<file path="config.mk">
export PLATFORM = sky130hd
export DESIGN_NAME = ps2_receiver
export DESIGN_NICKNAME = d
export VERILOG_FILES = /design/src/hw/soc_config.svh /design/src/hw/soc_bus_pkg.sv /design/src/hw/ps2_receiver.sv
export SDC_FILE = /design/constraint.sdc
export NUM_CORES = 1
export LEC_CHECK = 0
export CORE_MARGIN = 3
export CORE_UTILIZATION = 29
export CTS_BUF_LIST = sky130_fd_sc_hd__clkbuf_16
export DETAILED_ROUTE_END_ITERATION = 7
export DONT_BUFFER_PORTS = 1
export GPL_TIMING_DRIVEN = 0
export PLACE_DENSITY_LB_ADDON = 0.12
export SLEW_MARGIN = 20
export SYNTH_ARGS = -nofsm -noshare
export SYNTH_HDL_FRONTEND = slang
export SYNTH_SLANG_ARGS = --single-unit
</file>
<file path="constraint.sdc">
create_clock -name CLOCK_50 -period 2.05 [get_ports CLOCK_50]
set_input_delay 0.41 -clock CLOCK_50 [delete_from_list [all_inputs] [get_ports CLOCK_50]]
set_output_delay 0.41 -clock CLOCK_50 [all_outputs]
set_load 0.02 [all_outputs]
</file>
<file path="src/hw/soc_config.svh">
`ifndef SOC_CONFIG_SVH
`define SOC_CONFIG_SVH

// ram window, byte addressed
`define RAM_BASE   16'h1000
// 4 KB of ram, 1024 words
`define RAM_SIZE   4096

// single-word registers at the top of the map
// status, bit 0 nonempty and bit 1 overflow
`define STAT_ADDR  16'hFFF4
// key register, pops on read
`define KEY_ADDR   16'hFFF8
// console, write only
`define CON_ADDR   16'hFFFC

// key event buffer entries
`define FIFO_DEPTH 4

// vector raised on a key press
`define KEY_IRQ    4'd1

// returned for unmapped reads
`define BAD_READ   32'hDEADBEEF

`endif
</file>
<file path="src/hw/soc_bus_pkg.sv">
package soc_bus_pkg;

    // one decoded keyboard event
    // code sits in the high bits, the flags below it
    typedef struct packed {
        // raw set-2 scan code
        logic [7:0] code;
        // key released, F0 seen before the code
        logic       brk;
        // extended key, E0 seen before the code
        logic       ext;
    } key_event_t;

    // single-cycle request from the bus master
    // no handshake, the slave always takes it
    typedef struct packed {
        // byte address, low two bits ignored for ram
        logic [15:0] addr;
        // write payload, whole word
        logic [31:0] wdata;
        // write strobe
        logic        we;
        // read strobe
        // never high together with we
        logic        re;
    } bus_req_t;

    // console output toward the uart side
    typedef struct packed {
        // one-cycle strobe per byte
        logic       valid;
        // character, low byte of the bus write
        logic [7:0] data;
    } console_t;

    // widths used on the wires
    // key_event_t  10 bits
    // bus_req_t    50 bits
    // console_t     9 bits

endpackage

</file>
<file path="src/hw/ps2_receiver.sv">
`timescale 1ns/1ps

module ps2_receiver (
    input  logic                    CLOCK_50,
    input  logic                    KEY0,
    input  logic                    ps2_clk,
    input  logic                    ps2_dat,
    output soc_bus_pkg::key_event_t ev,
    output logic                    ev_strobe
);
    import soc_bus_pkg::*;

    // two-flop synchronizers, both lines idle high
    logic [1:0]  clk_sync;
    logic [1:0]  dat_sync;
    // last synchronized clock level
    logic        clk_prev;
    // device shifts data out on the falling edge
    logic        fall;

    // lsb-first shift register for one frame
    logic [10:0] shift;
    logic [3:0]  bit_cnt;
    // frame including the bit sampled now
    logic [10:0] frame;
    logic        frame_done;
    logic        frame_ok;
    logic [7:0]  data_byte;
    logic        is_prefix;
    logic        emit;

    // prefixes held until the next data byte
    logic        brk_pend;
    logic        ext_pend;

    assign fall       = clk_prev && !clk_sync[1];
    assign frame      = {dat_sync[1], shift[10:1]};
    // eleventh bit is the stop bit
    assign frame_done = fall && (bit_cnt == 4'd10);
    // start low, stop high, odd parity over data and parity bit
    assign frame_ok   = !frame[0] && frame[10] && (^frame[9:1]);
    assign data_byte  = frame[8:1];
    assign is_prefix  = (data_byte == 8'hF0) || (data_byte == 8'hE0);
    assign emit       = frame_done && frame_ok && !is_prefix;

    always_ff @(posedge CLOCK_50 or negedge KEY0) begin
        if (!KEY0) begin
            clk_sync  <= 2'b11;
            dat_sync  <= 2'b11;
            clk_prev  <= 1'b1;
            bit_cnt   <= 4'd0;
            brk_pend  <= 1'b0;
            ext_pend  <= 1'b0;
            ev_strobe <= 1'b0;
        end else begin
            clk_sync  <= {clk_sync[0], ps2_clk};
            dat_sync  <= {dat_sync[0], ps2_dat};
            clk_prev  <= clk_sync[1];
            // strobe lasts one cycle only
            ev_strobe <= emit;
            if (fall) begin
                bit_cnt <= frame_done ? 4'd0 : bit_cnt + 4'd1;
            end
            // bad frames fall through here untouched
            if (frame_done && frame_ok) begin
                if (data_byte == 8'hF0) begin
                    brk_pend <= 1'b1;
                end else if (data_byte == 8'hE0) begin
                    ext_pend <= 1'b1;
                end else begin
                    brk_pend <= 1'b0;
                    ext_pend <= 1'b0;
                end
            end
        end
    end

    // shift register and event payload
    always_ff @(posedge CLOCK_50) begin
        if (fall) begin
            shift <= frame;
        end
        if (emit) begin
            ev <= key_event_t'{code: data_byte, brk: brk_pend, ext: ext_pend};
        end
    end

endmodule

</file>
======== After elaboration in Yosys (flattened, before gate mapping) ========
Index checks and enable logic that the tools add are counted.
word-level totals
  flip-flop bits (word level) ............. 33
  bits of input ports ..................... 4
  output and inout port bits .............. 11
  logic and storage cells ................. 34
operators by class
  $add $sub $neg .......................... 1
  eq/ne operators ......................... 4
  multiplexer cells ....................... 4
  bitwise gates (word level) .............. 1
  reduce and logical (&&, ||, !) cells .... 13
operator list
  kind                                                            number
  8-bit equality test (second input constant)                     2
  9-bit XOR reduction                                             1
  1-bit logical AND                                               6
  4-bit by 1-bit adder with 4-bit output (second input constant)  1
  4-bit equality test (second input constant)                     1
  4-bit two-way mux                                               1
  2-bit AND reduction                                             2
  1-bit zero test                                                 3
  1-bit two-way mux                                               3
  2-bit inequality test (second input constant)                   1
  1-bit logical OR                                                1
  1-bit inverter                                                  1

======== Longest topological paths before layout ========
Gate-level depths: netlist of the first run.
  word-level depth ........................ 5
  gate-level depth with buffers ........... 6
  depth with buffers taken out ............ 6

======== Least setup slack after synthesis of the first run ========
No wires, ideal clock.
  path kind ............................... register to register
  from .................................... register shift[8]
  to ...................................... register ev[0] (netlist bit) (enable)
  library setup time ...................... 377 ps
  arrival time ............................ 1849 ps
  required time ........................... 1673 ps
  path slack .............................. -176 ps
  stages on the path, launching flop included .. 6
  buffers on the path ..................... 0
  period minus slack after synthesis ...... 2226 ps
  cells stage by stage .................... edfxtp_1 ha_1 xnor3_1 xnor2_2 nand3_2 nor2_1
between the ends
  longest elaborated chain between the ends .. 4
  elaborated cells between the ends (all ways) .. 8
  those cells by class .................... eq/ne (2); reduce/logical (6)
RTL lines
  element                                                            RTL line                                RTL
  start, declared                                                    ps2_receiver.sv:22                      logic [10:0] shift;
  start signal, assigned                                             ps2_receiver.sv:81                      shift <= frame;
  8-bit equality test / 9-bit XOR reduction (equally long branches)  ps2_receiver.sv:43, ps2_receiver.sv:41
  1-bit logical OR / 1-bit logical AND (equally long branches)       ps2_receiver.sv:43, ps2_receiver.sv:41
  1-bit zero test / 1-bit logical AND (equally long branches)        ps2_receiver.sv:44                      assign emit = frame_done && frame_ok && !is_prefix;
  1-bit logical AND *                                                ps2_receiver.sv:44
  via emit                                                           ps2_receiver.sv:30                      logic emit;
  end signal, assigned                                               ps2_receiver.sv:84                      ev <= key_event_t'{code: data_byte, brk: brk_pend, ext: ext_pend};
  end, declared                                                      ps2_receiver.sv:8                       output soc_bus_pkg::key_event_t ev,
Mark *: on every way through the listed nets, which the timed path passes. The rest lies on a longest branch.
A chain may end at the register's enable or synchronous reset.

======== Final worst setup path of the first run ========
  from .................................... register shift[7]
  to ...................................... register ext_pend
between the ends
  longest elaborated chain between the ends .. 4
  elaborated cells between the ends (all ways) .. 8
  those cells by class .................... eq/ne (2); mux (1); bitwise (1); reduce/logical (4)
RTL lines
  element                               RTL line            RTL
  9-bit XOR reduction                   ps2_receiver.sv:41  assign frame_ok = !frame[0] && frame[10] && (^frame[9:1]);
  1-bit logical AND                     ps2_receiver.sv:41
  1-bit logical AND                     ps2_receiver.sv:65  if (frame_done && frame_ok) begin
  2-bit AND reduction (no source line)  --
  end signal, assigned                  ps2_receiver.sv:53  ext_pend <= 1'b0;
  end signal, assigned                  ps2_receiver.sv:69  ext_pend <= 1'b1;
  end signal, assigned                  ps2_receiver.sv:72  ext_pend <= 1'b0;
  end, declared                         ps2_receiver.sv:34  logic ext_pend;
Parallel ways exist; a longest one is shown, timed or not.

==> results of run 1 <==
## sequential cells by signal, summed over array words and instances (netlist names)
| signal | flops |
|---|---|
| clk_prev | 1 |
| clk_sync | 2 |
| shift | 10 |
| ev_strobe | 1 |
| dat_sync | 2 |
| ev | 10 |
| bit_cnt | 4 |
| ext_pend | 1 |
| brk_pend | 1 |
## critical path, delay by kind of cell, from the launching register on
family	cells	cell delay, ns
flops	1	0.41
mux	1	0.28
xor+xnor	2	0.60
fa+ha+maj	1	0.30
buf+inv	1	0.16
simple gates	1	0.13
## final cells by class
cell class / count / area [sq um] / area share [%]
plain buffers: 1 / 3.75 / 0.242
clock buffers: 5 / 125 / 8.07
clock inverters: 3 / 11.3 / 0.726
inverters: 8 / 30.0 / 1.94
multi-input cells: 38 / 320 / 20.7
flip-flops and latches: 32 / 907 / 58.5
well taps: 50 / 62.6 / 4.04
repair buffers: 10 / 90.1 / 5.81
## routing by layer
layer | part of all wire [%] | vias to the layer above | GRT usage, %
met4 | 1.8 | 0 | 4.38
met1 | 45 | 328 | 10.7
met3 | 4.0 | 5 | 3.79
met2 | 50 | 17 | 13.0
li1 | - | 314 | -
met5 | 0 | - | 0
## placed cells by master, fill, tap and decap left out, types with 2 or more instances in the layout
master / n
a21oi_1: 4
buf_4: 8
clkbuf_16: 5
dfrtp_1: 7
dfstp_2: 5
edfxtp_1: 20
ha_1: 7
inv_1: 9
nand2_1: 4
nor2_1: 3
nor3_1: 2
o21ai_0: 3
## synthesized netlist by cell type
library cell | instances | area [sq um]
edfxtp_1 | 20 | 601
dfrtp_1 | 7 | 175
ha_1 | 7 | 87.6
inv_1 | 7 | 26.3
dfstp_2 | 5 | 131
a21oi_1 | 4 | 20.0
nand2_1 | 4 | 15.0
nor2_1 | 4 | 15.0
o21ai_0 | 3 | 15.0
nor3_1 | 2 | 10.0
a31o_2 | 1 | 8.76
and4_1 | 1 | 8.76
clkbuf_1 | 1 | 3.75
inv_2 | 1 | 3.75
mux2_4 | 1 | 15.0
nand2b_1 | 1 | 6.26
nand3_1 | 1 | 5.00
nand3_2 | 1 | 10.0
nand3b_1 | 1 | 7.51
nand4_1 | 1 | 6.26
nor4_4 | 1 | 21.3
o21ai_1 | 1 | 5.00
o2bb2ai_1 | 1 | 8.76
xnor2_1 | 1 | 8.76
xnor2_2 | 1 | 16.3
xnor3_1 | 1 | 22.5
## logic make-up after synthesis
family / after synthesis
DFF: 32
xor gates and xnor gates: 3
and+or+nand+nor: 17
muxes: 1
buffers and inverters: 9
adders and majority gates: 7
AOI/OAI and AO/OA: 10
## stage by stage
stage | cells | worst slack [ns] | power (uW)
2_1_floorplan | 79 | 0.00285 | 932
3_3_place_gp | 129 | -0.285 | 963
3_5_place_dp | 129 | -0.280 | 967
4_1_cts | 145 | -0.00126 | 1680
5_1_grt | 147 | -0.0388 | 1750
6_report | 147 | 0.0443 | 1650
## what timing repair did
item                                    4_1_cts  5_1_grt
endpoints found under the setup margin       11       11
hold buffers                                  1        0
endpoints found under the hold margin        12        0
buffers inserted                              7        2
pin swaps                                     4        2
resized for setup                             1        0
## report_power, final
part           leakage, uW  switching (uW)  internal, uW  total [uW]
combinational     0.000226            90.4          84.7         175
sequential        0.000322            58.8           742         801
clock            0.0000738             234           435         669
total             0.000622             383          1260        1650
## worst max path at each step
stage,start,endpoint,slack (ns),depth (start not counted)
4_1_cts,shift[7],ev[4],-0.001,6
3_3_place_gp,shift[2],ev[2],-0.28,6
3_5_place_dp,shift[2],ev[2],-0.28,6
2_1_floorplan,shift[8],ev[0],0.003,5
6_report,shift[7],ext_pend,0.04,6
5_1_grt,shift[7],ev[4],-0.04,6
==> metrics.md, run 1 <==
| Metric | Value |
|---|---|
| Mapped Cells | `79` |
| HP Class | `input pin to flip-flop` |
| Multiplexer share of the synthesized area | `1.20%` |
| Hold Slack | `0.137 ns` |
| Clock Skews | `0.00266 ns` |
| Layout cells sized above 1 | `26.8%` |
| Global-route wire length before repair | `3.32 mm` |
| Via density | `4.52` |
| Number of buffers created by CTS | `5` |
| Yosys warns | `0` |
| Max rail drop VDD | `0.484 mV` |
| Post-Syn Area per Cell | `15.9 sq um` |
| Antenna violations before repair | `0` |
| Setup Viol. Count Final | `0` |
| 1st-pass router iterations | `4` |
| Synth Area in Simple Gates | `8.38%` |
| Gr usage total | `8.70%` |
| Leak | `0.000622 uW` |
| Max Fclk | `499 MHz` |
| Slowest Stage Delay on Critical Path | `0.42 ns` |
| Required @ worst endpoint | `2.20 ns` |
| Fill cells | `384` |
| Max-slew headroom | `64.6%` |
| Critical Path Slowest Stage Cell | `xnor3_1` |
| Critical-path cell list | `ha_1, xnor3_1, xnor2_2, nand3_2, buf_4, mux2_4` |
| Max-slew violations | `0` |
| Routability Congestion | `0.765` |
| Die X | `71.8 um` |
| Ports | `15` |
| R2R cell count | `6` |
| Largest family of logic cells by synthesized area | `simple AND/OR/NAND/NOR gates` |
| Die Y | `71.8 um` |
| Yosys reg bits | `32` |
| CTS Sinks | `32` |
| Crit path kind | `flip-flop to flip-flop` |
| Post-route ant nets | `0` |
| Mapped Nets | `90` |
| CTS max path bufs | `2` |
| Setup TNS Final | `0 ns` |
| Design area | `1550 sq um` |
| Starting Density | `30.7%` |
| Worst Hold End | `clk_sync[0]` |
| Period utilisation layout | `97.8%` |
| Crit-path max FO | `2` |
| Hold_sp | `ps2_clk` |
| Clock Root Buffer | `clkbuf_16` |
| Vias in the first global route | `661` |
| Layout area overhead | `23.7%` |
| Run status | `complete, no violations` |
| Worst slew pin tran | `0.529 ns` |
| Adder-cell share of the synthesized area | `6.99%` |
| PortBufs | `0` |
| Synth cell types | `26` |
| N_diodes | `0` |
| R2r startpoint | `shift[7]` |
| Final Hold Fails | `0` |
| Post-layout min period | `2.01 ns` |
| Wire length per cell | `13.1 um` |
| RR Endpoint | `ext_pend` |
| Syn Std Cell Area | `1250 sq um` |
| Grt ovf | `0` |
| Core area | `4090 sq um` |
| DRT iter0 DRCs | `31` |
| NumNets Final | `107` |
| Largest net degree at the start of global routing | `14` |
| Compound-Gate Fraction of Synth Area | `4.59%` |
| Max cap viols | `0` |
| Post-DP Area | `1320 sq um` |
| PD cells | `1060 nW/um^2` |
| Flop2flop setup slack | `0.04 ns` |
| Finished Core Util | `37.9%` |
| Worst Hold Depth | `0` |
| Vias | `664` |
| Arrival time at the worst endpoint | `2.15 ns` |
| Register area share after synthesis | `72.4%` |
| Die Area | `5150 sq um` |
| Std-Cell Rows | `23` |
| Final wirelength | `1.93 mm` |
| CP startpoint kind | `flip-flop` |
| RSZ-0062 raised after global routing | `yes` |
| Post-Synth XOR/XNOR Area | `3.79%` |
| TritonCTS clock tree | `built` |
| CP endpoint kind | `flip-flop` |
| Skew-Pair Late Insertion Delay | `0.27 ns` |
| Clk pin slew, worst setup/hold paths | `0.05 ns` |
| DP HPWL | `1.24 mm` |
| DRC | `0` |
| H-tree Lvls | `2` |
Power figures use the tool's default switching activity.
==> inputs of run 2 (changes only) <==
Settings changed: ABC_AREA from default to 1, GPL_ROUTABILITY_DRIVEN from default to 1, REMOVE_ABC_BUFFERS from default to 1.
==> run 2 against run 1 <==
Sequential power is 3.4% lower. Final area increased by 7.4%. Clock power increased by 2%. Global-route usage rose by 0.23 points. Critical path type unchanged. Combinational power is 10% lower. Critical path depth grew 4.
==> metrics.md, run 2 <==
| Metric | Value |
|---|---|
| Predominant post-synthesis flop cell | `edfxtp_1` |
| Critical Path Start | `shift[8]` |
| Std-Cell Rows | `23 (unchanged)` |
| RR Endpoint | `ev[1]` |
| Yosys warns | `0 (unchanged)` |
| Critical Path Sink | `ev[1]` |
| Most frequent cells in the layout | `nand2_1 (21), edfxtp_1 (20), inv_1 (17), buf_4 (8), dfrtp_1 (7)` |
| CP delay by family, top | `simple AND/OR/NAND/NOR gates` |
| DRT iter0 DRCs | `42 (+35%)` |
| Vias in the first global route | `770 (+16%)` |
| Clk pin slew, worst setup/hold paths | `0.05 ns (about the same)` |
| Wire length per cell | `12.3 um (-6.7%)` |
| Die Area | `5390 sq um (+4.8%)` |
| Synth cell types | `19 (-27%)` |
| Leak | `0.000710 uW (+14%)` |
| Layout area overhead | `26.3%` |
| Post-synth top area share | `45.5% (-2.4 points)` |
| Final Hold Fails | `0 (unchanged)` |
| Synth area leader | `edfxtp_1` |
| Layout cells sized above 1 | `24.8% (-2.0 points)` |
| Worst path depth | `10 (+4)` |
| Flop2flop setup slack | `0.18 ns (+0.14 ns)` |
| Routability Congestion | `0.735 (-3.9%)` |
| Finished Core Util | `39.6% (+1.7 points)` |
| Pre-CTS WS | `-0.436 ns (-0.156 ns)` |
| Slowest Stage Delay on Critical Path | `0.44 ns (+0.02 ns)` |
| HP Class | `input pin to flip-flop` |
| Max-slew violations | `0 (unchanged)` |
| N_diodes | `0 (unchanged)` |
| Crit path buf inv count | `2 (+1)` |
| Required @ worst endpoint | `2.04 ns (-0.16 ns)` |
| EDFF count, synth | `20 (unchanged)` |
| Count leader, synth | `nand2_1` |
| Gr usage total | `8.93% (+0.23 points)` |
| Min setup slack post-route | `0.185 ns (+0.141 ns)` |
| Worst slew pin tran | `0.535 ns (+0.00661 ns)` |
| Core area | `4200 sq um (+2.8%)` |
| CTS Sinks | `32 (unchanged)` |
| Hold Slack | `0.133 ns (-0.00433 ns)` |
| TritonCTS clock tree | `built` |
| R2R cell count | `10 (+4)` |
| Register area share after synthesis | `68.8% (-3.6 points)` |
| Clock Skews | `0.00520 ns (+0.00254 ns)` |
| Setup Viol. Count Final | `0 (unchanged)` |
| DP HPWL | `1.33 mm (+6.5%)` |
| NumNets Final | `131 (+22%)` |
| Skew-Pair Late Insertion Delay | `0.27 ns (about the same)` |
| PD cells | `969 nW/um^2 (-8.7%)` |
| Post-layout min period | `1.87 ns (-0.141 ns)` |
| Clock Root Buffer | `clkbuf_16` |
| CTS max path bufs | `2 (unchanged)` |
| Starting Density | `31.4% (+0.71 points)` |
| Grt ovf | `0 (unchanged)` |
| H-tree Lvls | `2 (unchanged)` |
| Max rail drop VDD | `0.493 mV (+1.8%)` |
| Max Fclk | `536 MHz (+7.5%)` |
| Antenna violations before repair | `0 (unchanged)` |
| Mapped Cells | `103 (+30%)` |
| Syn Std Cell Area | `1320 sq um (+5.2%)` |
| Run status | `complete, no violations` |
| Async SR Flop Fraction | `37.5% (unchanged)` |
| Internal power | `1240 uW (-1.8%)` |
| Switching Share | `23.3% (-0.038 points)` |
| Critical-path cell list | `ha_4, nand2_1, inv_1, nor2_1, nand2_1, nand2_1, nand2_1, nand4_1, nor2_4, buf_12` |
| Largest regs | `ev: 10 flops, shift: 10 flops, bit_cnt: 4 flops` |
| Period utilisation layout | `91.0% (-6.9 points)` |
| Post-Syn Area per Cell | `12.8 sq um (-19%)` |
| Top cells by count, synth | `nand2_1 (21), edfxtp_1 (20), inv_1 (17)` |
| CP startpoint kind | `flip-flop` |
| Die Y | `73.4 um (+2.3%)` |
| Final wirelength | `2.10 mm (+8.5%)` |
| CP endpoint kind | `flip-flop` |
| Setup TNS Final | `0 ns (unchanged)` |
| Largest net degree at the start of global routing | `19 (+5)` |
| 1st-pass router iterations | `4 (unchanged)` |
| Cell mode on critical path | `nand2_1` |
| Arrival time at the worst endpoint | `1.85 ns (-0.30 ns)` |
| Hold_sp | `ps2_dat` |
| Most common cell after layout, fill and taps aside | `nand2_1` |
| DRC | `0 (unchanged)` |
| Clock power share | `42.3% (+1.6 points)` |
| R2r startpoint | `shift[8]` |
| Synth top area cells | `edfxtp_1 (46%), dfrtp_1 (13%), dfstp_2 (10%)` |
| P_sw | `376 uW (-2.0%)` |
| Crit path kind | `flip-flop to flip-flop` |
| Max cap viols | `0 (unchanged)` |
| Die X | `73.4 um (+2.3%)` |
| Vias | `767 (+16%)` |
| Global-route wire length before repair | `3.42 mm (+2.9%)` |
| Gate power share | `9.7% (-0.9 points)` |
| Number of buffers created by CTS | `5 (unchanged)` |
| Crit-path max FO | `9 (+7)` |
| Fill cells | `402 (+4.7%)` |
| Ports | `15 (unchanged)` |
| Yosys reg bits | `32 (unchanged)` |
| Max-slew headroom | `64.2% (-0.44 points)` |
| PortBufs | `0 (unchanged)` |
| Via density | `4.49 (-0.70%)` |
| Critical Path Slowest Stage Cell | `edfxtp_1` |
| Post-route ant nets | `0 (unchanged)` |
| Share of power burned in registers | `47.9% (-0.8 points)` |
==> run 2: worst min-delay path by stage <==
stage / end / slack [ns] / cells past startpoint
after global placement: brk_pend / 0.11 / 0
after floorplan: bit_cnt[0] / 0.11 / 0
after global routing: dat_sync[0] / 0.12 / 0
after detailed placement: ext_pend / 0.11 / 0
after CTS: dat_sync[0] / 0.13 / 0
final: dat_sync[0] / 0.13 / 0
==> run 2: cells by family (layout without fill, tap and decap cells) <==
group                      count (synthesis)  after routing  synth area share, %
adders and majority gates                  7              7                 6.64
and+or+nand+nor                           39             39                 16.2
AOI/OAI and AO/OA                          5              5                 1.90
buffers and inverters                     18             36                 5.12
xor gates and xnor gates                   2              2                 1.33
DFF                                       32             32                 68.8
==> run 2: layout make-up <==
cell class	count	area [sq um]	area share, %
Clock buffer	5	125	7.51
Clock inverter	3	11.3	0.676
Inverter	18	67.6	4.06
Multi-Input combinational cell	53	402	24.1
Sequential cell	32	907	54.5
Tap cell	50	62.6	3.76
Timing Repair Buffer	10	90.1	5.41
==> run 2: through the flow <==
stage	area, sq um	total power (uW)	std cells
floorplan	1320	893	103
global placement	1380	914	153
detailed placement	1380	923	153
CTS	1560	1620	164
global route	1670	1690	171
finish	1670	1610	171
==> run 2: what timing repair did <==
action,4_1_cts,5_1_grt
endpoints found under the setup margin,11,10
pin swaps,1,2
gates resized for setup,2,5
hold buffers,1,0
endpoints found under the hold margin,12,0
setup buffers,2,7
==> run 2: worst reg2reg max path, cell delays in order, from the launching register on <==
cell and delay [ns]:
edfxtp_1 0.44, ha_4 0.31, nand2_1 0.07, inv_1 0.05, nor2_1 0.03, nand2_1 0.09
nand2_1 0.07, nand2_1 0.08, nand4_1 0.15, nor2_4 0.16, buf_12 0.14
==> run 2: metal layers <==
metal  up-vias  track usage, %  share of wire, %
li1        377               -                 -
met1       374            9.58                46
met2        14            13.9                48
met3         2            4.24               4.8
met4         0            6.04               1.4
met5         -               0                 0
==> run 2: power groups by stage <==
stage               clock network [uW]  registers, uW  logic (uW)
global route                       727            779         183
CTS                                698            774         145
finish                             684            774         157
detailed placement                   0            785         138
floorplan                            0            777         117
global placement                     0            783         131
