[config.mk]
export PLATFORM = sky130hd
export DESIGN_NAME = event_fifo
export DESIGN_NICKNAME = d
export VERILOG_FILES = /design/src/hw/event_fifo.sv
export VERILOG_INCLUDE_DIRS = /design/src /design/src/hw
export SDC_FILE = /design/constraint.sdc
export NUM_CORES = 1
export LEC_CHECK = 0
export BUFFER_PORTS_ARGS = -buffer_cell sky130_fd_sc_hd__buf_2
export CAP_MARGIN = 20
export CORE_MARGIN = 3
export CORE_UTILIZATION = 30
export DETAILED_ROUTE_END_ITERATION = 10
export SYNTH_ARGS = -nofsm -noshare
export SYNTH_HDL_FRONTEND = slang
export SYNTH_SLANG_ARGS = --single-unit
export TNS_END_PERCENT = 20
[constraint.sdc]
create_clock -name CLOCK_50 -period 2.6 [get_ports CLOCK_50]
set_input_delay 0.13 -clock CLOCK_50 [delete_from_list [all_inputs] [get_ports CLOCK_50]]
set_output_delay 0.13 -clock CLOCK_50 [all_outputs]
set_load 0.05 [all_outputs]
[src/hw/soc_config.svh]
`ifndef SOC_CONFIG_SVH
`define SOC_CONFIG_SVH

// ram window, byte addressed
`define RAM_BASE   16'h1000
// 4 KB of ram, 1024 words
`define RAM_SIZE   4096

// single-word registers at the top of the map
// status, bit 0 nonempty and bit 1 overflow
`define STAT_ADDR  16'hFFF4
// key register, pops on read
`define KEY_ADDR   16'hFFF8
// console, write only
`define CON_ADDR   16'hFFFC

// key event buffer entries
`define FIFO_DEPTH 4

// vector raised on a key press
`define KEY_IRQ    4'd1

// returned for unmapped reads
`define BAD_READ   32'hDEADBEEF

`endif
[src/hw/event_fifo.sv]
`timescale 1ns/1ps
`include "soc_config.svh"

module event_fifo #(
    parameter type payload_t = logic [7:0],
    parameter int  depth     = `FIFO_DEPTH
) (
    input  logic     CLOCK_50,
    input  logic     KEY0,
    input  logic     push,
    input  payload_t din,
    input  logic     pop,
    output payload_t head,
    output logic     nonempty,
    output logic     overflow,
    input  logic     ovf_clear
);
    // pointer width, at least one bit
    localparam int aw = (depth > 1) ? $clog2(depth) : 1;

    payload_t      mem [depth];
    logic [aw-1:0] wr_ptr;
    logic [aw-1:0] rd_ptr;
    // occupancy, one bit wider than the pointers
    logic [aw:0]   count;
    logic          full;
    logic          do_push;
    logic          do_pop;

    // wrap by hand so any depth works
    function automatic logic [aw-1:0] next_ptr(input logic [aw-1:0] p);
        return (p == aw'(depth - 1)) ? '0 : p + 1'b1;
    endfunction

    assign full     = (count == (aw + 1)'(depth));
    assign nonempty = (count != '0);
    // show-ahead, head valid whenever nonempty
    assign head     = mem[rd_ptr];
    // pop on empty is ignored
    assign do_pop   = pop && nonempty;
    // a pop in the same cycle frees the slot
    assign do_push  = push && (!full || do_pop);

    always_ff @(posedge CLOCK_50 or negedge KEY0) begin
        if (!KEY0) begin
            wr_ptr   <= '0;
            rd_ptr   <= '0;
            count    <= '0;
            overflow <= 1'b0;
        end else begin
            if (do_push) begin
                wr_ptr <= next_ptr(wr_ptr);
            end
            if (do_pop) begin
                rd_ptr <= next_ptr(rd_ptr);
            end
            case ({do_push, do_pop})
                2'b10:   count <= count + 1'b1;
                2'b01:   count <= count - 1'b1;
                default: count <= count;
            endcase
            // a lost push beats the clear
            if (push && !do_push) begin
                overflow <= 1'b1;
            end else if (ovf_clear) begin
                overflow <= 1'b0;
            end
        end
    end

    always_ff @(posedge CLOCK_50) begin
        if (do_push) begin
            mem[wr_ptr] <= din;
        end
    end

endmodule

**Word-level counts from Yosys, hierarchy flattened**

Memories as Yosys holds them, arrays and structs flattened.
Cells that the tools add are included.

- Register bits: 8
- Memory bits (writable): 32
- Bits of input ports: 13
- Output and inout port bits: 10
- Logic and storage cells: 30
- Memories kept: 1

- Add/sub/neg operators: 4
- Equality and inequality tests: 5
- Multiplexer cells: 7
- Reductions and logical operators: 9

Memory list:

| name | words | width | rd ports | clocked after memory_dff | write ports | line | RTL |
|---|---|---|---|---|---|---|---|
| mem | 4 | 8 | 1 | 0 | 1 | event_fifo.sv:21 | `payload_t mem [depth];` |

Operators with widths:

| operator | count |
|---|---|
| $eq A2 B2 Y1 const B | 3 |
| $pmux W3 S2 | 1 |
| $add A2 B1 Y2 const B | 2 |
| $mux W1 | 4 |
| $mux W2 | 2 |
| $reduce_bool A2 Y1 | 2 |
| $add A3 B1 Y3 const B | 1 |
| $eq A3 B3 Y1 const B | 1 |
| $logic_and A1 B1 Y1 | 3 |
| $reduce_bool A3 Y1 | 1 |
| $sub A3 B1 Y3 const B | 1 |
| $eq A2 B1 Y1 const B | 1 |
| $logic_not A1 Y1 | 2 |
| $logic_or A1 B1 Y1 | 1 |

**Longest topological paths before layout**

Gate-level depths: netlist of the first run.

- Word-level depth: 7
- Depth in mapped cells: 7
- Mapped depth without buffers: 7

**Worst setup path after synthesis of the first run**

No wires, ideal clock.

- Path kind: flip-flop to flip-flop
- From: register count[0]
- To: register count[1]
- Library setup time: 0.128 ns
- Arrival: 1.768 ns
- Data required time: 2.472 ns
- Slack: 0.704 ns
- Cell stages (with the launch flop): 8
- Path buffers: 0
- Period minus slack after synthesis: 1.896 ns
- Cell sequence: dfrtp_1 or3_4 nand2_2 or2_2 fa_1 inv_1 o21ai_0 o31ai_1

- Cells in the longest elaborated chain, start to end: 6
- Elaborated cells between the ends (all ways): 12
- Classes of those cells: 2 x add/sub; 3 x eq/ne; 1 x mux; 6 x reduce/logical

Ends and longest elaborated chain:

| what | line | RTL |
|---|---|---|
| from (decl) | event_fifo.sv:25 | `logic [aw:0] count;` |
| from (signal assigned) | event_fifo.sv:58 | `2'b10: count <= count + 1'b1;` |
| from (signal assigned) | event_fifo.sv:59 | `2'b01: count <= count - 1'b1;` |
| from (signal assigned) | event_fifo.sv:60 | `default: count <= count;` |
| $reduce_bool A3 Y1 * | event_fifo.sv:36 | `assign nonempty = (count != '0);` |
| via nonempty | event_fifo.sv:14 | `output logic nonempty,` |
| $logic_and A1 B1 Y1 * | event_fifo.sv:40 | `assign do_pop = pop && nonempty;` |
| $logic_or A1 B1 Y1 | event_fifo.sv:42 | `assign do_push = push && (!full \|\| do_pop);` |
| $logic_and A1 B1 Y1 | event_fifo.sv:42 |  |
| $eq A2 B1 Y1 or $eq A2 B2 Y1 (tied branches) | event_fifo.sv:57 | `case ({do_push, do_pop})` |
| $pmux W3 S2 or $reduce_bool A2 Y1 (tied branches) | -- |  |

Mark *: on every way through the listed nets, which the timed path passes. The rest lies on a longest branch.
A chain may end at the register's enable or synchronous reset.

==> key figures, run 1 <==
Logic synthesis
  • Seq/Total Area, Yosys: 0.6700
  • Post-synthesis sequential element count: 40
  • Most common cell in the netlist: edfxtp_1
  • EDFF count, synth: 32
  • Top FF cell, synth: edfxtp_1
  • Synthesized area: 1733 um2
  • Top cells by area, synth: edfxtp_1 (55%), dfrtp_1 (12%), mux4_2 (10%)
  • Fraction of registers with async set/reset: 0.2000
  • Synth warn: 0
  • Yosys top cell area share: 0.5545
  • Mean Syn Cell Area: 17.16 um2
  • Synthesized instance count: 101
  • Post-Syn Nets: 120
  • Top cells by count, synth: edfxtp_1 (32), dfrtp_1 (8), mux4_2 (8)
  • Top cell type by total area after synthesis: edfxtp_1
  • Synth unique cells: 33

Timing
  • Clock skew: 0.004281 ns
  • Final period util: 0.7609
  • Worst-Margin Slew: 0.6231 ns
  • Final slew viol count: 0
  • Min Clock Period, post-route: 1.978 ns
  • RSZ-0062 raised after global routing: false
  • Setup TNS: 0 ns
  • Max_slew headroom: 0.5846
  • Max frequency: 0.5054 GHz
  • Final Hold Vio Count: 0
  • Final setup viols: 0

Power and ir drop
  • Internal power: 1496 uW
  • Total power: 2461 uW
  • Clock power share: 0.200
  • Power per Cell Area: 1210 nW/um2
  • Combinational Power Share: 0.387
  • Switching power: 964.6 uW
  • VDD IR max: 0.0005801 V
  • Sw frac: 0.3920
  • LEAKAGE: 0.0007545 uW
  • Sequential share of power: 0.413

Setup path
  • Critical path capture point type: output port
  • Arr. time, crit path: 1.85 ns
  • Worst path cell trace: mux4_2, buf_2
  • Startpoint Class: register
  • Path depth of the worst reg2reg path: 7
  • Req. time, crit path: 2.47 ns
  • Critical-path top delay cell: dfrtp_1
  • Launch point of the worst reg-to-reg path: count[1]$_DFFE_PN0P_
  • Reg2reg setup slack: 0.69 ns
  • RR Endpoint: count[1]$_DFFE_PN0P_
  • Worst-path maximum fanout: 11
  • Setup CP Type: register to output port
  • Max incr delay on CP: 0.74 ns

Global routing
  • Pin count of the biggest net entering global routing: 14
  • Grt total ovfl: 0
  • Overall Global Routing Usage: 0.09415
  • Global-route wire length before repair: 4560 um
  • Vias in the first global route: 975
  • Initial antenna violation count: 0

Final layout
  • Synth-to-Final Area Change: 17.33%
  • Design area: 2033 um2
  • # diodes: 0
  • Final nets: 146
  • Fillers: 540
  • Share of cells above drive strength 1: 0.3516
  • Util after Layout: 0.3670
  • Finished Layout Cells: 200

Hold path
  • Hold Path Class: input port to register
  • Hold path startpoint: ovf_clear
  • Hold Crit Depth: 2
  • Hold path endpoint: overflow$_DFFE_PN0P_

Routing
  • Final routed DRC violation total: 0
  • Initial DRT Pass Iterations: 4
  • Drt wl/cell: 14.23 um
  • Final wirelength: 2845 um
  • Vias per inst: 4.555
  • Final ANT Viol Nets: 0
  • Vias after detailed routing: 911
  • Initial drt markers: 38

Status
  • Status: finished, final reports clean

Flow run
  • Max_cap viols: 0

Floorplanning
  • Num rows: 27
  • Initial core utilization: 0.3128
  • CORE AREA: 5540 um2
  • Die height: 82 um
  • I/O pins: 23
  • Chip Width: 82 um
  • Area of the die: 6724 um2

Clock tree
  • Clk root buf: clkbuf_8
  • Clock slew at reported path FFs: 0.07 ns
  • CTS Sinks: 40
  • CTS tree: built
  • H-tree depth: 2
  • Worst-skew pair later-pin latency: 0.28 ns
  • Clock buffers created by TritonCTS: 5
  • Clk buf depth: 2
  • Post-CTS Resized: 0

Place
  • GPL Wtd Cong: 0.7309
  • Dpl cells: 191
  • Dpl cell area: 1912 um2
  • Post-DP HPWL: 1967 um
  • PortBufs: 22
cell families after synthesis:
family	Yosys count	share of synthesized area
AO/OA/AOI/OAI	11	0.05054
XOR/XNOR	2	0.01011
adder cells (fa/ha/maj)	6	0.04765
buffers and inverters	10	0.02527
flip-flops	40	0.6700
multiplexers	12	0.1300
AND/OR/NAND/NOR	20	0.06643
worst max-delay path by stage:
stage,start,endpoint,cells after the start
2_1_floorplan,count[0]$_DFFE_PN0P_,count[1]$_DFFE_PN0P_,7
3_3_place_gp,count[0]$_DFFE_PN0P_,count[1]$_DFFE_PN0P_,7
3_5_place_dp,count[0]$_DFFE_PN0P_,count[1]$_DFFE_PN0P_,7
4_1_cts,rd_ptr[0]$_DFFE_PN0P_,head[1],2
5_1_grt,rd_ptr[0]$_DFFE_PN0P_,head[1],2
6_report,rd_ptr[0]$_DFFE_PN0P_,head[1],2
power groups by stage:
stage | combinational [uW] | clock [uW] | sequential, uW
floorplan | 827 | 0 | 952
global placement | 932 | 0 | 1020
detailed placement | 967 | 0 | 1040
CTS | 968 | 509 | 1020
global route | 1040 | 526 | 1050
finish | 953 | 493 | 1020
per-stage QoR:
step / hold WS (ns) / worst slack [ns]
4_1_cts: 0.01972 / 0.5656
5_1_grt: 0.03249 / 0.5009
6_report: 0.03056 / 0.6215
3_5_place_dp: -0.008900 / 0.7064
3_3_place_gp: -0.01619 / 0.7927
2_1_floorplan: -0.1656 / 0.7040
layout by cell type, fill, tap and decap left out, types with 2 or more instances in the layout:
cell / netlist / final
edfxtp_1: 32 / 32
buf_2: 2 / 22
mux4_2: 8 / 8
dfrtp_1: 8 / 8
inv_1: 6 / 6
nor2_1: 6 / 6
ha_1: 5 / 5
clkbuf_8: 0 / 5
and2_1: 4 / 4
o21ai_0: 3 / 3
nand2_1: 2 / 2
mux2_2: 2 / 2
mux2_1: 2 / 2
registers in the layout, summed over array words and instances (netlist names):
name      cells
count         3
rd_ptr        2
wr_ptr        2
overflow      1
mem          32
repair_timing:
| action | in CTS | in global routing |
|---|---|---|
| hold endpoints to repair | 8 | 0 |
| setup buffers | 0 | 0 |
| hold buffers | 1 | 0 |
worst max-delay path, delay by kind of cell (launching register included):
kind	cells	cell delay, ns
buf+inv	1	0.23
mux	1	0.59
flops	1	0.74
cell type report:
class | count | area [um2] | share of cell area
clock buffer | 5 | 68.82 | 0.03385
clock inverter | 3 | 42.54 | 0.02092
inverter | 6 | 22.52 | 0.01108
multi-input combinational | 51 | 528.0 | 0.2597
sequential | 40 | 1161 | 0.5711
tap | 72 | 90.09 | 0.04431
timing repair buffer | 23 | 120.1 | 0.05908
per-layer routing:
layer  up-vias  wire length, um  global-route usage
met5         -                0                   0
li1        433                -                   -
met2        24             1439              0.1648
met3         4              172             0.03070
met4         0               38             0.03987
met1       450             1194              0.1043
(Power assumes the default switching activity.)
==> run 2, diff against run 1 <==
==> constraint.sdc (replaced) <==
create_clock -name CLOCK_50 -period 1.9 [get_ports CLOCK_50]
set_input_delay 0.095 -clock CLOCK_50 [delete_from_list [all_inputs] [get_ports CLOCK_50]]
set_output_delay 0.095 -clock CLOCK_50 [all_outputs]
set_load 0.05 [all_outputs]
==> key figures, run 2 (synthesized netlist as in run 1, its figures left out) <==
Final layout
  • Finished Layout Cells: 207 (+3.5%)
  • Largest regs: mem (32), count (3)
  • Most flops, register: mem
  • Final nets: 153 (+4.8%)
  • Highest-count cells in the layout ignoring fill and taps: edfxtp_1 (32), buf_2 (22), mux4_2 (8)
  • Max reg flops: 32 (unchanged)
  • Commonest non-fill, non-tap cell in the layout: edfxtp_1
  • Synth-to-Final Area Change: 20.79%
  • # diodes: 0 (unchanged)
  • Fillers: 527 (-2.4%)
  • Share of cells above drive strength 1: 0.3926 (+0.04103)

Place
  • Dpl cells: 197 (+3.1%)
  • Post-DP HPWL: 2189 um (+11%)
  • PortBufs: 22 (unchanged)
  • GPL Wtd Cong: 0.7649 (+4.7%)

Routing
  • Vias per inst: 4.628 (+1.6%)
  • Final ANT Viol Nets: 0 (unchanged)
  • Vias after detailed routing: 958 (+5.2%)
  • Final routed DRC violation total: 0 (unchanged)
  • Final wirelength: 2910 um (+2.3%)
  • Initial DRT Pass Iterations: 4 (unchanged)
  • Drt wl/cell: 14.06 um (-1.2%)
  • Initial drt markers: 43 (+13%)

Floorplanning
  • Chip Width: 82 um (unchanged)
  • Area of the die: 6724 um2 (unchanged)
  • I/O pins: 23 (unchanged)
  • Num rows: 27 (unchanged)
  • CORE AREA: 5540 um2 (unchanged)
  • Initial core utilization: 0.3128 (unchanged)
  • Die height: 82 um (unchanged)

Setup path
  • Path depth of the worst reg2reg path: 7 (unchanged)
  • Worst-path maximum fanout: 3 (-8)
  • Critical path capture point type: register
  • Reg2reg setup slack: 0.08 ns (-0.61 ns)
  • Startpoint Class: register
  • Launch point of the worst reg-to-reg path: count[1]$_DFFE_PN0P_
  • RR Endpoint: count[2]$_DFFE_PN0P_
  • Critical Path Source: count[1]$_DFFE_PN0P_
  • Req. time, crit path: 2.09 ns (-0.38 ns)
  • Setup CP Type: register to register
  • Crit path capture: count[2]$_DFFE_PN0P_
  • Arr. time, crit path: 2.01 ns (+0.16 ns)

Clock tree
  • Clk buf depth: 2 (unchanged)
  • Post-CTS Setup Inserts: 0 (unchanged)
  • Clk root buf: clkbuf_8
  • Clock buffers created by TritonCTS: 5 (unchanged)
  • H-tree depth: 2 (unchanged)
  • Worst-skew pair later-pin latency: 0.28 ns (about the same)
  • Clock slew at reported path FFs: 0.07 ns (about the same)
  • CTS tree: built
  • CTS Sinks: 40 (unchanged)

Timing
  • RSZ-0062 raised after global routing: true
  • Max_slew headroom: 0.6914 (+0.1068)
  • Setup TNS: 0 ns (unchanged)
  • Final slew viol count: 0 (unchanged)
  • Final period util: 0.9566
  • Clock skew: 0.004344 ns (+0.00006279 ns)
  • Final Hold Vio Count: 0 (unchanged)
  • Final setup viols: 0 (unchanged)
  • Min Clock Period, post-route: 1.817 ns
  • Worst-Margin Slew: 0.4628 ns (-0.1603 ns)
  • Max frequency: 0.5502 GHz

Global routing
  • M3 GR Usage: 0.03399 (+0.003289)
  • Overall Global Routing Usage: 0.1017 (+0.007525)
  • Met2 Use GR: 0.1834 (+0.01858)
  • Initial antenna violation count: 0 (unchanged)
  • Pin count of the biggest net entering global routing: 14 (unchanged)
  • Vias in the first global route: 1052 (+7.9%)
  • Grt total ovfl: 0 (unchanged)
  • Gr busiest metal: met2
  • Global-route wire length before repair: 4919 um (+7.9%)
  • GRT met1 Usage: 0.1136 (+0.009306)

Flow run
  • Max_cap viols: 0 (unchanged)

Power and ir drop
  • VDD IR max: 0.0009285 V (+60%)
  • Power per Cell Area: 1653 nW/um2 (+37%)
  • LEAKAGE: 0.0007890 uW (+4.6%)

Status
  • Status: finished, final reports clean

Hold path
  • Hold Path Class: input port to register
run 2: changes by cell type in the layout (fill, tap and decap cells not counted), sizes merged:
cell / previous run / this run
buf: 22 / 28
dlygate4sd3: 1 / 2
run 2: worst max-delay path: stages, from the launching register on:
cell,delay [ns]
dfrtp_1,0.39
or3_4,0.40
nand2_2,0.11
or2_2,0.12
fa_1,0.21
nand2_1,0.09
o41a_1,0.32
o211ai_1,0.10
run 2: area by class of cell:
| class | instances | area, um2 | share of cell area |
|---|---|---|---|
| clock buffer | 5 | 68.82 | 0.03288 |
| clock inverter | 3 | 42.54 | 0.02032 |
| inverter | 6 | 22.52 | 0.01076 |
| multi-input combinational | 51 | 531.8 | 0.2540 |
| sequential | 40 | 1162 | 0.5553 |
| tap | 72 | 90.09 | 0.04304 |
| timing repair buffer | 30 | 175.2 | 0.08368 |
run 2: what timing repair did:
item                                    CTS  global route
hold buffers                              2             0
endpoints found under the setup margin    8             2
resized for setup                         1             2
endpoints found under the hold margin     9             0
run 2: power by group:
part           leakage [uW]  internal (uW)  total (uW)  switching (uW)
clock             0.0000558            389         654             265
sequential         0.000389           1180        1360             176
combinational      0.000344            552        1450             898
total              0.000789           2120        3460            1340
run 2: per-stage QoR:
| stage | instance area (um2) | util | setup WS (ns) | hold WS (ns) | total power, uW |
|---|---|---|---|---|---|
| 3_3_place_gp | 1957 | 0.3532 | 0.1812 | -0.05248 | 2747 |
| 3_5_place_dp | 1957 | 0.3532 | 0.06085 | -0.04721 | 2834 |
| 6_report | 2093 | 0.3778 | 0.08253 | 0.02539 | 3460 |
| 2_1_floorplan | 1733 | - | 0.003954 | -0.2006 | 2434 |
| 5_1_grt | 2093 | 0.3778 | -0.007307 | 0.01270 | 3687 |
| 4_1_cts | 2090 | 0.3771 | 0.03085 | 0.02040 | 3496 |
run 2: how the worst min path moves through the flow:
stage	start	to	cells past startpoint
final	din[1]	mem[2][1]$_DFFE_PP_	1
after global routing	din[1]	mem[1][1]$_DFFE_PP_	1
after CTS	din[1]	mem[2][1]$_DFFE_PP_	1
after detailed placement	KEY0	count[2]$_DFFE_PN0P_	1
after global placement	KEY0	count[0]$_DFFE_PN0P_	1
after floorplan	KEY0	count[0]$_DFFE_PN0P_	0
run 2: routing by layer:
metal | vias up | part of all wire
li1 | 445 | -
met1 | 491 | 0.41
met2 | 20 | 0.54
met3 | 2 | 0.046
met4 | 0 | 0.0031
met5 | - | 0
==> run 3, diff against run 2 <==
--- a/config.mk
+++ b/config.mk
@@ -9,8 +9,9 @@
 export BUFFER_PORTS_ARGS = -buffer_cell sky130_fd_sc_hd__buf_2
 export CAP_MARGIN = 20
 export CORE_MARGIN = 3
-export CORE_UTILIZATION = 30
+export CORE_UTILIZATION = 55
 export DETAILED_ROUTE_END_ITERATION = 10
+export PLACE_DENSITY = 0.77
 export SYNTH_ARGS = -nofsm -noshare
 export SYNTH_HDL_FRONTEND = slang
 export SYNTH_SLANG_ARGS = --single-unit
==> constraint.sdc (replaced) <==
create_clock -name CLOCK_50 -period 1.9 [get_ports CLOCK_50]
set_input_delay 0.285 -clock CLOCK_50 [delete_from_list [all_inputs] [get_ports CLOCK_50]]
set_output_delay 0.285 -clock CLOCK_50 [all_outputs]
set_load 0.05 [all_outputs]
==> key figures, run 3 (synthesized netlist as in run 1, its figures left out) <==
Timing
  • Worst-Margin Slew: 0.4445 ns (-0.01838 ns)
  • Max_slew headroom: 0.7037 (+0.01225)
  • PnR worst setup slack: 0.05608 ns (-0.02645 ns)
  • Clock skew: 0.01165 ns (+0.007306 ns)
  • Final Hold Vio Count: 0 (unchanged)
  • Min Clock Period, post-route: 1.844 ns (+0.02645 ns)
  • Final setup viols: 0 (unchanged)
  • Final slew viol count: 0 (unchanged)
  • Setup TNS: 0 ns (unchanged)
  • Max frequency: 0.5423 GHz (-1.4%)
  • Final period util: 0.9705 (+0.01392)
  • RSZ-0062 raised after global routing: true

Setup path
  • Worst-path maximum fanout: 5 (+2)
  • RR Endpoint: count[2]$_DFFE_PN0P_
  • Arr. time, crit path: 1.56 ns (-0.45 ns)
  • Critical path capture point type: output port
  • Startpoint Class: register
  • Launch point of the worst reg-to-reg path: count[1]$_DFFE_PN0P_
  • Path depth of the worst reg2reg path: 7 (unchanged)
  • Max incr delay on CP: 0.52 ns (+0.12 ns)
  • Reg2reg setup slack: 0.13 ns (+0.05 ns)
  • Req. time, crit path: 1.62 ns (-0.47 ns)
  • Worst path cell trace: buf_6, mux4_2, buf_6
  • Cell mode on critical path: buf_6
  • Setup CP Type: register to output port
  • Buf/Inv on CP: 2 (+2)
  • Largest delay share family, worst path: multiplexers
  • Critical-path top delay cell: mux4_2

Routing
  • Vias after detailed routing: 942 (-1.7%)
  • Routed length on met2: 1467 um (-5.9%)
  • Initial drt markers: 37 (-14%)
  • Final routed DRC violation total: 0 (unchanged)
  • Final ANT Viol Nets: 0 (unchanged)
  • Initial DRT Pass Iterations: 4 (unchanged)
  • Met1 wire length: 1229 um (+1.9%)
  • Met3 Wirelength: 98 um (-27%)
  • Drt wl/cell: 15.95 um (+13%)
  • Final wirelength: 2824 um (-3.0%)
  • Vias per inst: 5.322 (+15%)
  • Highest metal used: met4

Floorplanning
  • Area of the die: 3860 um2 (-43%)
  • I/O pins: 23 (unchanged)
  • Chip Width: 62.13 um (-24%)
  • Die height: 62.13 um (-24%)
  • CORE AREA: 2877 um2 (-48%)
  • Initial core utilization: 0.6024 (+0.2897)
  • Num rows: 19 (-30%)

Global routing
  • Vias in the first global route: 1032 (-1.9%)
  • Grt total ovfl: 0 (unchanged)
  • Pin count of the biggest net entering global routing: 13 (-1)
  • Initial antenna violation count: 0 (unchanged)
  • Global-route wire length before repair: 4802 um (-2.4%)
  • Overall Global Routing Usage: 0.1666 (+0.06493)

Final layout
  • Util after Layout: 0.7107 (+0.3329)
  • Synth-to-Final Area Change: 17.98%
  • Design area: 2044 um2 (-2.3%)
  • Most flops, register: mem
  • Final nets: 153 (unchanged)
  • Highest-count cells in the layout ignoring fill and taps: edfxtp_1 (32), buf_2 (14), buf_6 (10)
  • Largest regs: mem (32), count (3)
  • Commonest non-fill, non-tap cell in the layout: edfxtp_1
  • Max reg flops: 32 (unchanged)
  • # diodes: 0 (unchanged)
  • Share of cells above drive strength 1: 0.3778 (-0.01481)

Place
  • PortBufs: 22 (unchanged)
  • GPL Wtd Cong: 0.7069 (-7.6%)
  • Post-DP HPWL: 1983 um (-9.4%)
  • Post-place setup slack: 0.1414 ns (+0.08050 ns)
  • Dpl cell area: 1927 um2 (-1.5%)

Power and ir drop
  • Power per Cell Area: 1649 nW/um2 (-0.26%)
  • VDD IR max: 0.0009350 V (+0.70%)
  • LEAKAGE: 0.0007812 uW (-0.99%)

Clock tree
  • Worst-skew pair later-pin latency: 0.34 ns (+0.06 ns)
  • Clock buffers created by TritonCTS: 5 (unchanged)
  • Clk root buf: clkbuf_4
  • CTS tree: built
  • H-tree depth: 2 (unchanged)
  • Clk buf depth: 2 (unchanged)
  • Post-CTS Setup Inserts: 0 (unchanged)
  • Clock slew at reported path FFs: 0.11 ns (+0.04 ns)
  • CTS Sinks: 40 (unchanged)

Hold path
  • Hold Crit Depth: 2 (+1)
  • Hold Path Class: input port to register
  • Hold path endpoint: overflow$_DFFE_PN0P_
  • Hold path startpoint: ovf_clear

Flow run
  • Max_cap viols: 0 (unchanged)

Status
  • Status: finished, final reports clean
## run 3: cell count changes in the layout (fill, tap and decap cells not counted), moves of 2 or more
cell,delta
buf_2,-8
clkbuf_4,+5
buf_6,+10
clkbuf_8,-5
clkbuf_1,+2
## run 3: final cells by class
| cell class | count | area (um2) |
|---|---|---|
| multi-input combinational | 51 | 528.0 |
| fill | 194 | 832.0 |
| clock buffer | 7 | 45.04 |
| sequential | 40 | 1161 |
| clock inverter | 1 | 5.005 |
| inverter | 6 | 22.52 |
| tap | 42 | 52.55 |
| timing repair buffer | 30 | 230.2 |
## run 3: what timing repair did
item,CTS,global route
endpoints found under the hold margin,8,0
endpoints found under the setup margin,1,8
hold buffers,1,0
gates resized for setup,1,24
## run 3: metal layers
| metal | global-route usage | vias up |
|---|---|---|
| met5 | 0 | - |
| met4 | 0.07459 | 0 |
| met3 | 0.05766 | 2 |
| met2 | 0.2742 | 26 |
| met1 | 0.1985 | 463 |
| li1 | - | 451 |
## run 3: through the flow
stage	hold WS (ns)	total power [uW]	std cells
finish	0.1169	3370	177
global route	0.09743	3572	177
CTS	0.1153	3219	177
detailed placement	0.1447	2819	168
global placement	0.1395	2745	168
floorplan	-0.01059	2434	101
## run 3: worst max path at each step
stage / from / end / slack [ns] / depth (start not counted)
4_1_cts: rd_ptr[0]$_DFFE_PN0P_ / head[0] / 0.004 / 3
3_5_place_dp: count[2]$_DFFE_PN0P_ / mem[3][6]$_DFFE_PP_ / 0.14 / 4
6_report: rd_ptr[0]$_DFFE_PN0P_ / head[2] / 0.06 / 3
5_1_grt: rd_ptr[0]$_DFFE_PN0P_ / head[2] / -0.03 / 3
2_1_floorplan: count[0]$_DFFE_PN0P_ / count[1]$_DFFE_PN0P_ / 0.004 / 7
3_3_place_gp: count[2]$_DFFE_PN0P_ / mem[1][6]$_DFFE_PP_ / 0.20 / 4
## run 3: power breakdown
group | internal (uW) | total (uW) | leakage (uW) | switching (uW)
combinational | 705 | 1670 | 0.000362 | 964
clock | 144 | 405 | 0.0000293 | 261
sequential | 1180 | 1300 | 0.000390 | 119
total | 2030 | 3370 | 0.000781 | 1340
